<file path="config.mk">
export PLATFORM = sky130hd
export DESIGN_NAME = periph_subsys_top
export DESIGN_NICKNAME = d
export VERILOG_FILES = /design/src/soc_bus_pkg.sv /design/src/soc_perip_pkg.sv /design/src/apb_bridge.sv /design/src/bus_arbiter.sv /design/src/gpio_regs.sv /design/src/irq_ctrl.sv /design/src/periph_subsys_top.sv /design/src/timer_unit.sv
export SDC_FILE = /design/constraint.sdc
export NUM_CORES = 1
export LEC_CHECK = 0
export BUFFER_PORTS_ARGS = -buffer_cell sky130_fd_sc_hd__buf_2
export CAP_MARGIN = 20
export CELL_PAD_IN_SITES_DETAIL_PLACEMENT = 1
export CELL_PAD_IN_SITES_GLOBAL_PLACEMENT = 1
export CORE_MARGIN = 2
export CORE_UTILIZATION = 43
export DETAILED_ROUTE_END_ITERATION = 8
export PLACE_DENSITY_LB_ADDON = 0.3
export RECOVER_POWER = 25
export SYNTH_ARGS = -nofsm -noshare
export SYNTH_HDL_FRONTEND = slang
export SYNTH_SLANG_ARGS = --single-unit
</file>
<file path="constraint.sdc">
create_clock -name clk_i -period 5.03 [get_ports clk_i]
set_clock_uncertainty 0.15 [all_clocks]
set_input_delay 0.2515 -clock clk_i [delete_from_list [all_inputs] [get_ports clk_i]]
set_output_delay 0.2515 -clock clk_i [all_outputs]
set_load 0.01 [all_outputs]
</file>
<file path="src/soc_bus_pkg.sv">
// Shared bus widths and the packed payloads between hosts, arbiter, bridge and slaves
// Single clock domain, full-word accesses only with no byte strobes
// Slaves always answer in the access phase, so there is no pready field
package soc_bus_pkg;

    localparam int ADDR_W = 12;
    localparam int DATA_W = 32;

    // Host side request, held stable until done
    typedef struct packed {
        logic [ADDR_W-1:0] addr;
        logic              write;
        logic [DATA_W-1:0] wdata;
    } bus_req_t;

    typedef struct packed {
        logic [DATA_W-1:0] rdata;
        logic              err;    // Slave error or unmapped address
    } bus_rsp_t;

    // Outgoing APB fields common to all slaves, psel travels separately
    typedef struct packed {
        logic [ADDR_W-1:0] paddr;
        logic              pwrite;
        logic [DATA_W-1:0] pwdata;
        logic              penable;
    } apb_req_t;

    typedef struct packed {
        logic [DATA_W-1:0] prdata;
        logic              pslverr;
    } apb_rsp_t;

endpackage

</file>
<file path="src/soc_perip_pkg.sv">
// Peripheral address map, register offsets and interrupt numbering
// Address bits 11..8 pick the slave, slave field values 3 and up are unmapped
// Slaves decode only the low byte of the address
package soc_perip_pkg;

    localparam int NUM_SLV   = 3;
    localparam int SLV_IDX_W = 2;
    localparam int SLV_LSB   = 8;     // Lowest bit of the slave field
    localparam int OFFS_W    = 8;     // Register offset width inside a slave

    localparam int SLV_GPIO  = 0;
    localparam int SLV_TIMER = 1;
    localparam int SLV_IRQ   = 2;

    // GPIO registers
    localparam logic [OFFS_W-1:0] GPIO_OUT = 8'h00;
    localparam logic [OFFS_W-1:0] GPIO_DIR = 8'h04;
    localparam logic [OFFS_W-1:0] GPIO_IN  = 8'h08;   // Read only
    localparam logic [OFFS_W-1:0] GPIO_IE  = 8'h0C;
    localparam logic [OFFS_W-1:0] GPIO_IS  = 8'h10;   // Write one to clear

    // Timer registers
    localparam logic [OFFS_W-1:0] TMR_CTRL = 8'h00;   // Bit 0 enables counting
    localparam logic [OFFS_W-1:0] TMR_CMP  = 8'h04;
    localparam logic [OFFS_W-1:0] TMR_CNT  = 8'h08;   // Read only

    // Interrupt controller registers
    localparam logic [OFFS_W-1:0] IRQ_PEND = 8'h00;   // Write one to clear
    localparam logic [OFFS_W-1:0] IRQ_EN   = 8'h04;

    localparam int IRQ_GPIO  = 0;
    localparam int IRQ_TIMER = 1;
    localparam int IRQ_EXT   = 2;
    localparam int NUM_IRQ   = 3;

endpackage

</file>
<file path="src/apb_bridge.sv">
// Turns one started request into an APB setup and access phase
// Finish and response are combinational in the access cycle
// Unmapped addresses run the same phases with no psel and come back as errors
`timescale 1ns/10ps

module apb_bridge import soc_bus_pkg::*, soc_perip_pkg::*; (
    input  logic               clk_i,
    input  logic               rst_n_i,
    input  logic               start_i,
    input  bus_req_t           req_i,
    output logic               finish_o,
    output bus_rsp_t           rsp_o,
    output apb_req_t           apb_o,
    output logic [NUM_SLV-1:0] psel_o,
    input  apb_rsp_t           apb_rsp_i [NUM_SLV]
);

    typedef enum logic [1:0] {
        ST_IDLE,
        ST_SETUP,
        ST_ACCESS
    } state_t;

    state_t                      state_q;
    bus_req_t                    req_q;
    logic [SLV_IDX_W-1:0]        slv_q;
    logic                        mapped_q;
    logic [ADDR_W-SLV_LSB-1:0]   slv_field;

    assign slv_field = req_i.addr[ADDR_W-1:SLV_LSB];

    always_ff @(posedge clk_i or negedge rst_n_i) begin
        if (!rst_n_i) begin
            state_q <= ST_IDLE;
        end else begin
            case (state_q)
                ST_IDLE:   if (start_i) state_q <= ST_SETUP;
                ST_SETUP:  state_q <= ST_ACCESS;
                default:   state_q <= ST_IDLE;    // Zero wait states
            endcase
        end
    end

    // Request and decode latched once per access
    always_ff @(posedge clk_i) begin
        if (state_q == ST_IDLE && start_i) begin
            req_q    <= req_i;
            slv_q    <= slv_field[SLV_IDX_W-1:0];
            mapped_q <= (slv_field < NUM_SLV);
        end
    end

    always_comb begin
        psel_o = '0;
        if (state_q != ST_IDLE && mapped_q) begin
            psel_o[slv_q] = 1'b1;
        end
    end

    assign apb_o.paddr   = req_q.addr;
    assign apb_o.pwrite  = req_q.write;
    assign apb_o.pwdata  = req_q.wdata;
    assign apb_o.penable = (state_q == ST_ACCESS) && mapped_q;

    assign finish_o = (state_q == ST_ACCESS);

    always_comb begin
        rsp_o = '0;
        if (state_q == ST_ACCESS) begin
            if (mapped_q) begin
                rsp_o.rdata = apb_rsp_i[slv_q].prdata;
                rsp_o.err   = apb_rsp_i[slv_q].pslverr;
            end else begin
                rsp_o.err = 1'b1;                 // Nothing answers here
            end
        end
    end

    // Access phase follows a setup phase to the same slave
    a_penable_after_setup: assert property (@(posedge clk_i) disable iff (!rst_n_i)
        apb_o.penable |-> (|psel_o) && $past(psel_o) == psel_o && !$past(apb_o.penable));

    // One slave selected for exactly the setup and access cycles
    a_psel_onehot: assert property (@(posedge clk_i) disable iff (!rst_n_i)
        $rose(|psel_o) |-> $onehot(psel_o) ##1 $stable(psel_o) ##1 (psel_o == '0));

endmodule

</file>
<file path="src/bus_arbiter.sv">
// Round-robin arbiter for two hosts in front of one bridge
// Hosts hold valid and request until their done pulse
// Only one access is in flight, a losing host simply sees a late done
`timescale 1ns/10ps

module bus_arbiter import soc_bus_pkg::*; (
    input  logic     clk_i,
    input  logic     rst_n_i,
    input  logic     host0_valid_i,
    input  logic     host1_valid_i,
    input  bus_req_t host0_req_i,
    input  bus_req_t host1_req_i,
    output logic     host0_done_o,
    output logic     host1_done_o,
    output bus_rsp_t host0_rsp_o,
    output bus_rsp_t host1_rsp_o,
    output logic     start_o,
    output bus_req_t req_o,
    input  logic     finish_i,
    input  bus_rsp_t rsp_i
);

    logic       busy_q;
    logic       start_q;
    logic [1:0] grant_q;
    logic       rr_ptr_q;   // High favours host 1
    logic       pick_1;

    // Host 1 wins when alone or when the pointer favours it
    assign pick_1 = host1_valid_i && (!host0_valid_i || rr_ptr_q);

    always_ff @(posedge clk_i or negedge rst_n_i) begin
        if (!rst_n_i) begin
            busy_q   <= 1'b0;
            start_q  <= 1'b0;
            grant_q  <= 2'b00;
            rr_ptr_q <= 1'b0;
        end else begin
            start_q <= 1'b0;
            if (!busy_q) begin
                if (host0_valid_i || host1_valid_i) begin
                    busy_q   <= 1'b1;
                    start_q  <= 1'b1;
                    grant_q  <= pick_1 ? 2'b10 : 2'b01;
                    rr_ptr_q <= !pick_1;          // Next tie goes to the other host
                end
            end else if (finish_i) begin
                busy_q  <= 1'b0;
                grant_q <= 2'b00;
            end
        end
    end

    assign start_o = start_q;
    assign req_o   = grant_q[1] ? host1_req_i : host0_req_i;

    assign host0_done_o = finish_i && grant_q[0];
    assign host1_done_o = finish_i && grant_q[1];
    assign host0_rsp_o  = grant_q[0] ? rsp_i : '0;
    assign host1_rsp_o  = grant_q[1] ? rsp_i : '0;

    // Each start carries a one-hot grant to a host that is still asking
    a_grant_onehot: assert property (@(posedge clk_i) disable iff (!rst_n_i)
        start_q |-> $onehot(grant_q) && |(grant_q & {host1_valid_i, host0_valid_i}));

    // Grant stays put for the whole bridge access, finish comes two cycles after start
    a_grant_stable: assert property (@(posedge clk_i) disable iff (!rst_n_i)
        start_q |=> ($stable(grant_q) && !finish_i) ##1 ($stable(grant_q) && finish_i));

endmodule

</file>
<file path="src/gpio_regs.sv">
// GPIO block with output, direction and interrupt enable registers
// Pins pass a two-flop synchroniser, rising edges latch into GPIO_IS
// Event output is a level while any enabled status bit is set
`timescale 1ns/10ps

module gpio_regs import soc_bus_pkg::*, soc_perip_pkg::*; #(
    parameter int GPIO_WIDTH = 8
) (
    input  logic                  clk_i,
    input  logic                  rst_n_i,
    input  apb_req_t              apb_i,
    input  logic                  psel_i,
    output apb_rsp_t              apb_rsp_o,
    input  logic [GPIO_WIDTH-1:0] gpio_in_i,
    output logic [GPIO_WIDTH-1:0] gpio_out_o,
    output logic [GPIO_WIDTH-1:0] gpio_dir_o,
    output logic                  gpio_event_o
);

    logic [GPIO_WIDTH-1:0] out_q, dir_q, ie_q, is_q;
    logic [GPIO_WIDTH-1:0] sync1_q, sync2_q, prev_q;
    logic [GPIO_WIDTH-1:0] rise, is_clr;
    logic [OFFS_W-1:0]     offs;
    logic                  wr_en;

    assign offs   = apb_i.paddr[OFFS_W-1:0];
    assign wr_en  = psel_i && apb_i.penable && apb_i.pwrite;
    assign rise   = sync2_q & ~prev_q;
    assign is_clr = (wr_en && offs == GPIO_IS) ? apb_i.pwdata[GPIO_WIDTH-1:0] : '0;

    always_ff @(posedge clk_i or negedge rst_n_i) begin
        if (!rst_n_i) begin
            out_q   <= '0;
            dir_q   <= '0;
            ie_q    <= '0;
            is_q    <= '0;
            sync1_q <= '0;
            sync2_q <= '0;
            prev_q  <= '0;
        end else begin
            sync1_q <= gpio_in_i;
            sync2_q <= sync1_q;
            prev_q  <= sync2_q;
            is_q    <= (is_q & ~is_clr) | rise;     // New edge beats the clear
            if (wr_en && offs == GPIO_OUT) out_q <= apb_i.pwdata[GPIO_WIDTH-1:0];
            if (wr_en && offs == GPIO_DIR) dir_q <= apb_i.pwdata[GPIO_WIDTH-1:0];
            if (wr_en && offs == GPIO_IE)  ie_q  <= apb_i.pwdata[GPIO_WIDTH-1:0];
        end
    end

    always_comb begin
        apb_rsp_o = '0;
        case (offs)
            GPIO_OUT: apb_rsp_o.prdata = DATA_W'(out_q);
            GPIO_DIR: apb_rsp_o.prdata = DATA_W'(dir_q);
            GPIO_IN:  apb_rsp_o.prdata = DATA_W'(sync2_q);
            GPIO_IE:  apb_rsp_o.prdata = DATA_W'(ie_q);
            GPIO_IS:  apb_rsp_o.prdata = DATA_W'(is_q);
            default:  apb_rsp_o.pslverr = psel_i;   // Hole in the map
        endcase
    end

    assign gpio_out_o   = out_q;
    assign gpio_dir_o   = dir_q;
    assign gpio_event_o = |(is_q & ie_q);

endmodule

</file>
<file path="src/irq_ctrl.sv">
// Interrupt controller with pending and enable bits per source
// A source held high keeps its pending bit set despite a clear
// irq_o is registered and trails the pending state by one cycle
`timescale 1ns/10ps

module irq_ctrl import soc_bus_pkg::*, soc_perip_pkg::*; (
    input  logic               clk_i,
    input  logic               rst_n_i,
    input  apb_req_t           apb_i,
    input  logic               psel_i,
    output apb_rsp_t           apb_rsp_o,
    input  logic [NUM_IRQ-1:0] irq_src_i,
    output logic               irq_o
);

    logic [NUM_IRQ-1:0] pend_q, en_q, pend_clr;
    logic               irq_q;
    logic [OFFS_W-1:0]  offs;
    logic               wr_en;

    assign offs     = apb_i.paddr[OFFS_W-1:0];
    assign wr_en    = psel_i && apb_i.penable && apb_i.pwrite;
    assign pend_clr = (wr_en && offs == IRQ_PEND) ? apb_i.pwdata[NUM_IRQ-1:0] : '0;

    always_ff @(posedge clk_i or negedge rst_n_i) begin
        if (!rst_n_i) begin
            pend_q <= '0;
            en_q   <= '0;
            irq_q  <= 1'b0;
        end else begin
            pend_q <= (pend_q & ~pend_clr) | irq_src_i;
            if (wr_en && offs == IRQ_EN) en_q <= apb_i.pwdata[NUM_IRQ-1:0];
            irq_q  <= |(pend_q & en_q);
        end
    end

    always_comb begin
        apb_rsp_o = '0;
        case (offs)
            IRQ_PEND: apb_rsp_o.prdata = DATA_W'(pend_q);
            IRQ_EN:   apb_rsp_o.prdata = DATA_W'(en_q);
            default:  apb_rsp_o.pslverr = psel_i;
        endcase
    end

    assign irq_o = irq_q;

endmodule

</file>
<file path="src/periph_subsys_top.sv">
// Peripheral subsystem with two bus hosts sharing one APB bus
// Single clock, asynchronous active-low reset, zero wait-state slaves
// Interrupt sources are GPIO, timer and one external event pin
`timescale 1ns/10ps

module periph_subsys_top import soc_bus_pkg::*, soc_perip_pkg::*; #(
    parameter int GPIO_WIDTH  = 8,
    parameter int TIMER_WIDTH = 16
) (
    input  logic                  clk_i,
    input  logic                  rst_n_i,
    input  logic                  host0_valid_i,
    input  bus_req_t              host0_req_i,
    output logic                  host0_done_o,
    output bus_rsp_t              host0_rsp_o,
    input  logic                  host1_valid_i,
    input  bus_req_t              host1_req_i,
    output logic                  host1_done_o,
    output bus_rsp_t              host1_rsp_o,
    input  logic [GPIO_WIDTH-1:0] gpio_in_i,
    output logic [GPIO_WIDTH-1:0] gpio_out_o,
    output logic [GPIO_WIDTH-1:0] gpio_dir_o,
    output logic                  timer_o,
    input  logic                  ext_evt_i,
    output logic                  irq_o
);

    logic               start, finish;
    bus_req_t           arb_req;
    bus_rsp_t           arb_rsp;
    apb_req_t           apb;
    logic [NUM_SLV-1:0] psel;
    apb_rsp_t           slv_rsp [NUM_SLV];
    logic               gpio_evt, timer_evt;
    logic [NUM_IRQ-1:0] irq_src;

    assign irq_src[IRQ_GPIO]  = gpio_evt;
    assign irq_src[IRQ_TIMER] = timer_evt;
    assign irq_src[IRQ_EXT]   = ext_evt_i;

    bus_arbiter u_bus_arbiter (
        .clk_i        (clk_i),
        .rst_n_i      (rst_n_i),
        .host0_valid_i(host0_valid_i),
        .host1_valid_i(host1_valid_i),
        .host0_req_i  (host0_req_i),
        .host1_req_i  (host1_req_i),
        .host0_done_o (host0_done_o),
        .host1_done_o (host1_done_o),
        .host0_rsp_o  (host0_rsp_o),
        .host1_rsp_o  (host1_rsp_o),
        .start_o      (start),
        .req_o        (arb_req),
        .finish_i     (finish),
        .rsp_i        (arb_rsp)
    );

    apb_bridge u_apb_bridge (
        .clk_i    (clk_i),
        .rst_n_i  (rst_n_i),
        .start_i  (start),
        .req_i    (arb_req),
        .finish_o (finish),
        .rsp_o    (arb_rsp),
        .apb_o    (apb),
        .psel_o   (psel),
        .apb_rsp_i(slv_rsp)
    );

    gpio_regs #(
        .GPIO_WIDTH(GPIO_WIDTH)
    ) u_gpio_regs (
        .clk_i       (clk_i),
        .rst_n_i     (rst_n_i),
        .apb_i       (apb),
        .psel_i      (psel[SLV_GPIO]),
        .apb_rsp_o   (slv_rsp[SLV_GPIO]),
        .gpio_in_i   (gpio_in_i),
        .gpio_out_o  (gpio_out_o),
        .gpio_dir_o  (gpio_dir_o),
        .gpio_event_o(gpio_evt)
    );

    timer_unit #(
        .TIMER_WIDTH(TIMER_WIDTH)
    ) u_timer_unit (
        .clk_i        (clk_i),
        .rst_n_i      (rst_n_i),
        .apb_i        (apb),
        .psel_i       (psel[SLV_TIMER]),
        .apb_rsp_o    (slv_rsp[SLV_TIMER]),
        .timer_o      (timer_o),
        .timer_event_o(timer_evt)
    );

    irq_ctrl u_irq_ctrl (
        .clk_i    (clk_i),
        .rst_n_i  (rst_n_i),
        .apb_i    (apb),
        .psel_i   (psel[SLV_IRQ]),
        .apb_rsp_o(slv_rsp[SLV_IRQ]),
        .irq_src_i(irq_src),
        .irq_o    (irq_o)
    );

endmodule

</file>
<file path="src/timer_unit.sv">
// Compare-match timer counting one step per clock while enabled
// On match it pulses the event, flips the channel and restarts from zero
// Writing the compare value also restarts the count
`timescale 1ns/10ps

module timer_unit import soc_bus_pkg::*, soc_perip_pkg::*; #(
    parameter int TIMER_WIDTH = 16
) (
    input  logic     clk_i,
    input  logic     rst_n_i,
    input  apb_req_t apb_i,
    input  logic     psel_i,
    output apb_rsp_t apb_rsp_o,
    output logic     timer_o,
    output logic     timer_event_o
);

    logic                   en_q;
    logic [TIMER_WIDTH-1:0] cmp_q;
    logic [TIMER_WIDTH-1:0] cnt_q;
    logic                   tgl_q;
    logic [OFFS_W-1:0]      offs;
    logic                   wr_en;
    logic                   cmp_wr;

    assign offs   = apb_i.paddr[OFFS_W-1:0];
    assign wr_en  = psel_i && apb_i.penable && apb_i.pwrite;
    assign cmp_wr = wr_en && offs == TMR_CMP;

    assign timer_event_o = en_q && (cnt_q == cmp_q);

    always_ff @(posedge clk_i or negedge rst_n_i) begin
        if (!rst_n_i) begin
            en_q  <= 1'b0;
            cmp_q <= '0;
            cnt_q <= '0;
            tgl_q <= 1'b0;
        end else begin
            if (wr_en && offs == TMR_CTRL) en_q <= apb_i.pwdata[0];
            if (cmp_wr) cmp_q <= apb_i.pwdata[TIMER_WIDTH-1:0];

            if (cmp_wr || timer_event_o) begin
                cnt_q <= '0;
            end else if (en_q) begin
                cnt_q <= cnt_q + 1'b1;
            end

            if (timer_event_o) tgl_q <= ~tgl_q;   // Channel output
        end
    end

    always_comb begin
        apb_rsp_o = '0;
        case (offs)
            TMR_CTRL: apb_rsp_o.prdata = DATA_W'(en_q);
            TMR_CMP:  apb_rsp_o.prdata = DATA_W'(cmp_q);
            TMR_CNT:  apb_rsp_o.prdata = DATA_W'(cnt_q);
            default:  apb_rsp_o.pslverr = psel_i;
        endcase
    end

    assign timer_o = tgl_q;

    // Count never runs past the compare value, so every period ends in a match
    a_cnt_below_cmp: assert property (@(posedge clk_i) disable iff (!rst_n_i)
        cnt_q <= cmp_q);

endmodule

</file>
==> run summary <==
top cells by count, synth - dfrtp_1 (104), mux2_2 (75), nor2_1 (57), nand2_1 (44), buf_4 (32)
Worst IR Drop VDD - 0.249 mV
max incr delay on CP - 0.82 ns
antenna violations before repair - 0
Synth Flop Type - dfrtp_1
area of the core - 14600 um2
Synth Cell Area - 6470 um2
worst path arrival time - 3.23 ns
Root Buffer - clkbuf_16
Achievable Freq - 0.275 GHz
post-CTS setup buffers - 0
slowest CP cell - nor4_1
Skew-Pair Late Insertion Delay - 0.43 ns
Die Y - 127 um
Worst-Margin Slew - 3.23 ns
CP endpoint kind - output port
#FFs+latches synth - 132
Setup Crit Path Kind - reg -> out
drt drc - 0
worst hold path type - in -> reg
Die W - 127 um
final hold vios - 0
most frequent cell after synthesis - dfrtp_1
PD cells - 381 nW/um2
post-layout min period - 3.64 ns
crit-path cells - nor4_1, nand3_1, nor3_2, nand2_1, o22ai_1, buf_2
WP data required - 4.63 ns
Die Area - 16000 um2
largest cells by area after synthesis - dfrtp_1 (40%), mux2_2 (13%), edfxtp_1 (13%), buf_4 (3.7%), a22oi_1 (3.6%)
cell taking the most area after synthesis - dfrtp_1
Final HPWL DP - 12800 um
met2 usage - 41.6%
outcome - finished with violations
flop2flop setup slack - 1.87 ns
final core utilization - 55.9%
Area Growth Syn to Fin - 26.5%
Total GRT Usage - 25.0%
worst path buffer plus inverter count - 1
routed wire length - 19100 um
GR Overflow Total - 0
Routed Antenna Nets - 0
Routed wire per std cell - 20.5 um
Site Rows - 44
Mapped Cells - 565
CTS tree - built
Synth top area share - 40.2%
synthesis warning total - 0
multiplexer area fraction after synthesis - 13.8%
RSZ-0062 raised after global routing - false
post-synthesis sequential area ratio - 53.2%
crit-path max FO - 11
met3 Resource Use GR - 4.81%
Final Slew Violations - 56
first-pass GRT wire length - 30600 um
GRT Max-Usage Layer - met2
Clock H-tree levels - 4
clock buffer count from CTS - 17
initial detailed-routing violation count - 414
Diodes inserted - 0
detailed-route via count - 5116
Sum Neg Setup Slack - 0 ns
Synth Area in Compound Gates - 9.96%
simple-gate share of the synthesized area - 12.4%
number of synthesized flops with an enable pin - 28
Final period util - 72.3%
Synth cell types - 52
IO Pins - 189
number of max-cap violations - 1
adder-cell area share of the yosys netlist - 0.193%
largest net degree at the start of global routing - 56
main combinational cell family by area after synthesis - multiplexers
setup violators final - 0
max_slew headroom - -115%
GRT met1 Usage - 32.5%
Worst-path clk slew - 0.06 ns
Clock Tree Buf Depth - 2
final net count - 842
share of layout cells above drive strength 1 - 32.1%
vias in the first global route - 5485
cell family with most CP delay - simple AND/OR/NAND/NOR gates
Tot Pwr - 3120 uW
first-pass iteration count of the detailed router - 5
post-synthesis async set-or-reset flop share - 78.8%
Setup WS pre-CTS - 1.86 ns
failing checks - max-capacitance violations, max-slew violations
crit start category - register
leak pwr - 0.00378 uW
GPL Wtd Cong - 0.890
Mapped Avg Cell Area - 11.5 um2
number of vias per cell - 5.47
final setup margin - 1.39 ns
clock tree sinks - 132
XOR/XNOR Fraction of Synth Area - 4.20%
# port buffers - 124
starting density of the core - 44.2%
## placed cells by master, fill, tap and decap left out, types with 7 or more instances in the layout
cell type	netlist	final
a22o_1	14	14
a22oi_1	31	31
buf_2	5	122
clkbuf_16	0	17
conb_1	1	32
dfrtp_1	104	104
dlygate4sd3_1	0	48
edfxtp_1	28	28
inv_1	13	13
mux2_2	75	75
nand2_1	44	44
nand4_1	9	9
nor2_1	57	57
nor2b_1	14	14
nor3_1	8	8
o21ai_0	7	7
xnor2_1	19	19
xor2_1	12	12
## path summary, 6_finish.rpt
check	end	start	cells after the start
max in group asynchronous	u_gpio_regs.sync2_q[1]	rst_n_i	3
worst min register to register	u_gpio_regs.sync2_q[5]	u_gpio_regs.sync1_q[5]	0
worst max-delay path	host1_rsp_o[6]	u_apb_bridge.apb_o[38]	6
min in group asynchronous	u_timer_unit.cmp_q[14]	rst_n_i	2
worst min-delay path	u_apb_bridge.slv_q[1]	host1_req_i[42]	2
worst max register to register	u_gpio_regs.ie_q[6]	u_apb_bridge.apb_o[38]	4
## cell families after synthesis
| logic type | after synthesis |
|---|---|
| other | 1 |
| buffers and inverters | 68 |
| multiplexers | 80 |
| XOR/XNOR | 31 |
| adder cells (fa/ha/maj) | 1 |
| AO/OA/AOI/OAI | 86 |
| flip-flops | 132 |
| AND/OR/NAND/NOR | 166 |
## layer usage
metal	share of wire, %	wire, um
met2	50	9600
met3	5.7	1080
met1	42	7980
met5	0	0
met4	2.4	468
## per-stage QoR
step	instances	hold WS (ns)	cell area (um2)
finish	935	0.00481	8190
global route	935	0.00607	8190
CTS	934	0.000205	8190
detailed placement	855	0.186	7140
global placement	855	0.183	7140
floorplan	596	-0.194	6590
## state kept, by name, summed over array words and instances (netlist names), 3 cells and up
| signal | cells |
|---|---|
| u_apb_bridge.apb_o | 25 |
| u_gpio_regs.gpio_dir_o | 8 |
| u_gpio_regs.gpio_out_o | 8 |
| u_gpio_regs.ie_q | 8 |
| u_gpio_regs.is_q | 8 |
| u_gpio_regs.prev_q | 8 |
| u_gpio_regs.sync1_q | 8 |
| u_gpio_regs.sync2_q | 8 |
| u_irq_ctrl.en_q | 3 |
| u_irq_ctrl.pend_q | 3 |
| u_timer_unit.cmp_q | 16 |
| u_timer_unit.cnt_q | 16 |
## where the power goes
group / internal, uW / switching [uW]
combinational: 259 / 268
sequential: 1230 / 168
clock: 720 / 472
## layout make-up
class	count	area, um2
tap	184	230
clock buffer	21	470
clock inverter	11	101
inverter	13	48.8
sequential	132	3440
timing repair buffer	178	1140
multi-input combinational	396	2750
fill	1582	6460
## repair_timing
item                                   CTS  global route
hold buffers                            47             1
endpoints found under the hold margin   84             1
gates resized for setup                  0             0
setup endpoints to repair                0             0
Note: power is estimated with default switching activity, not from simulation.
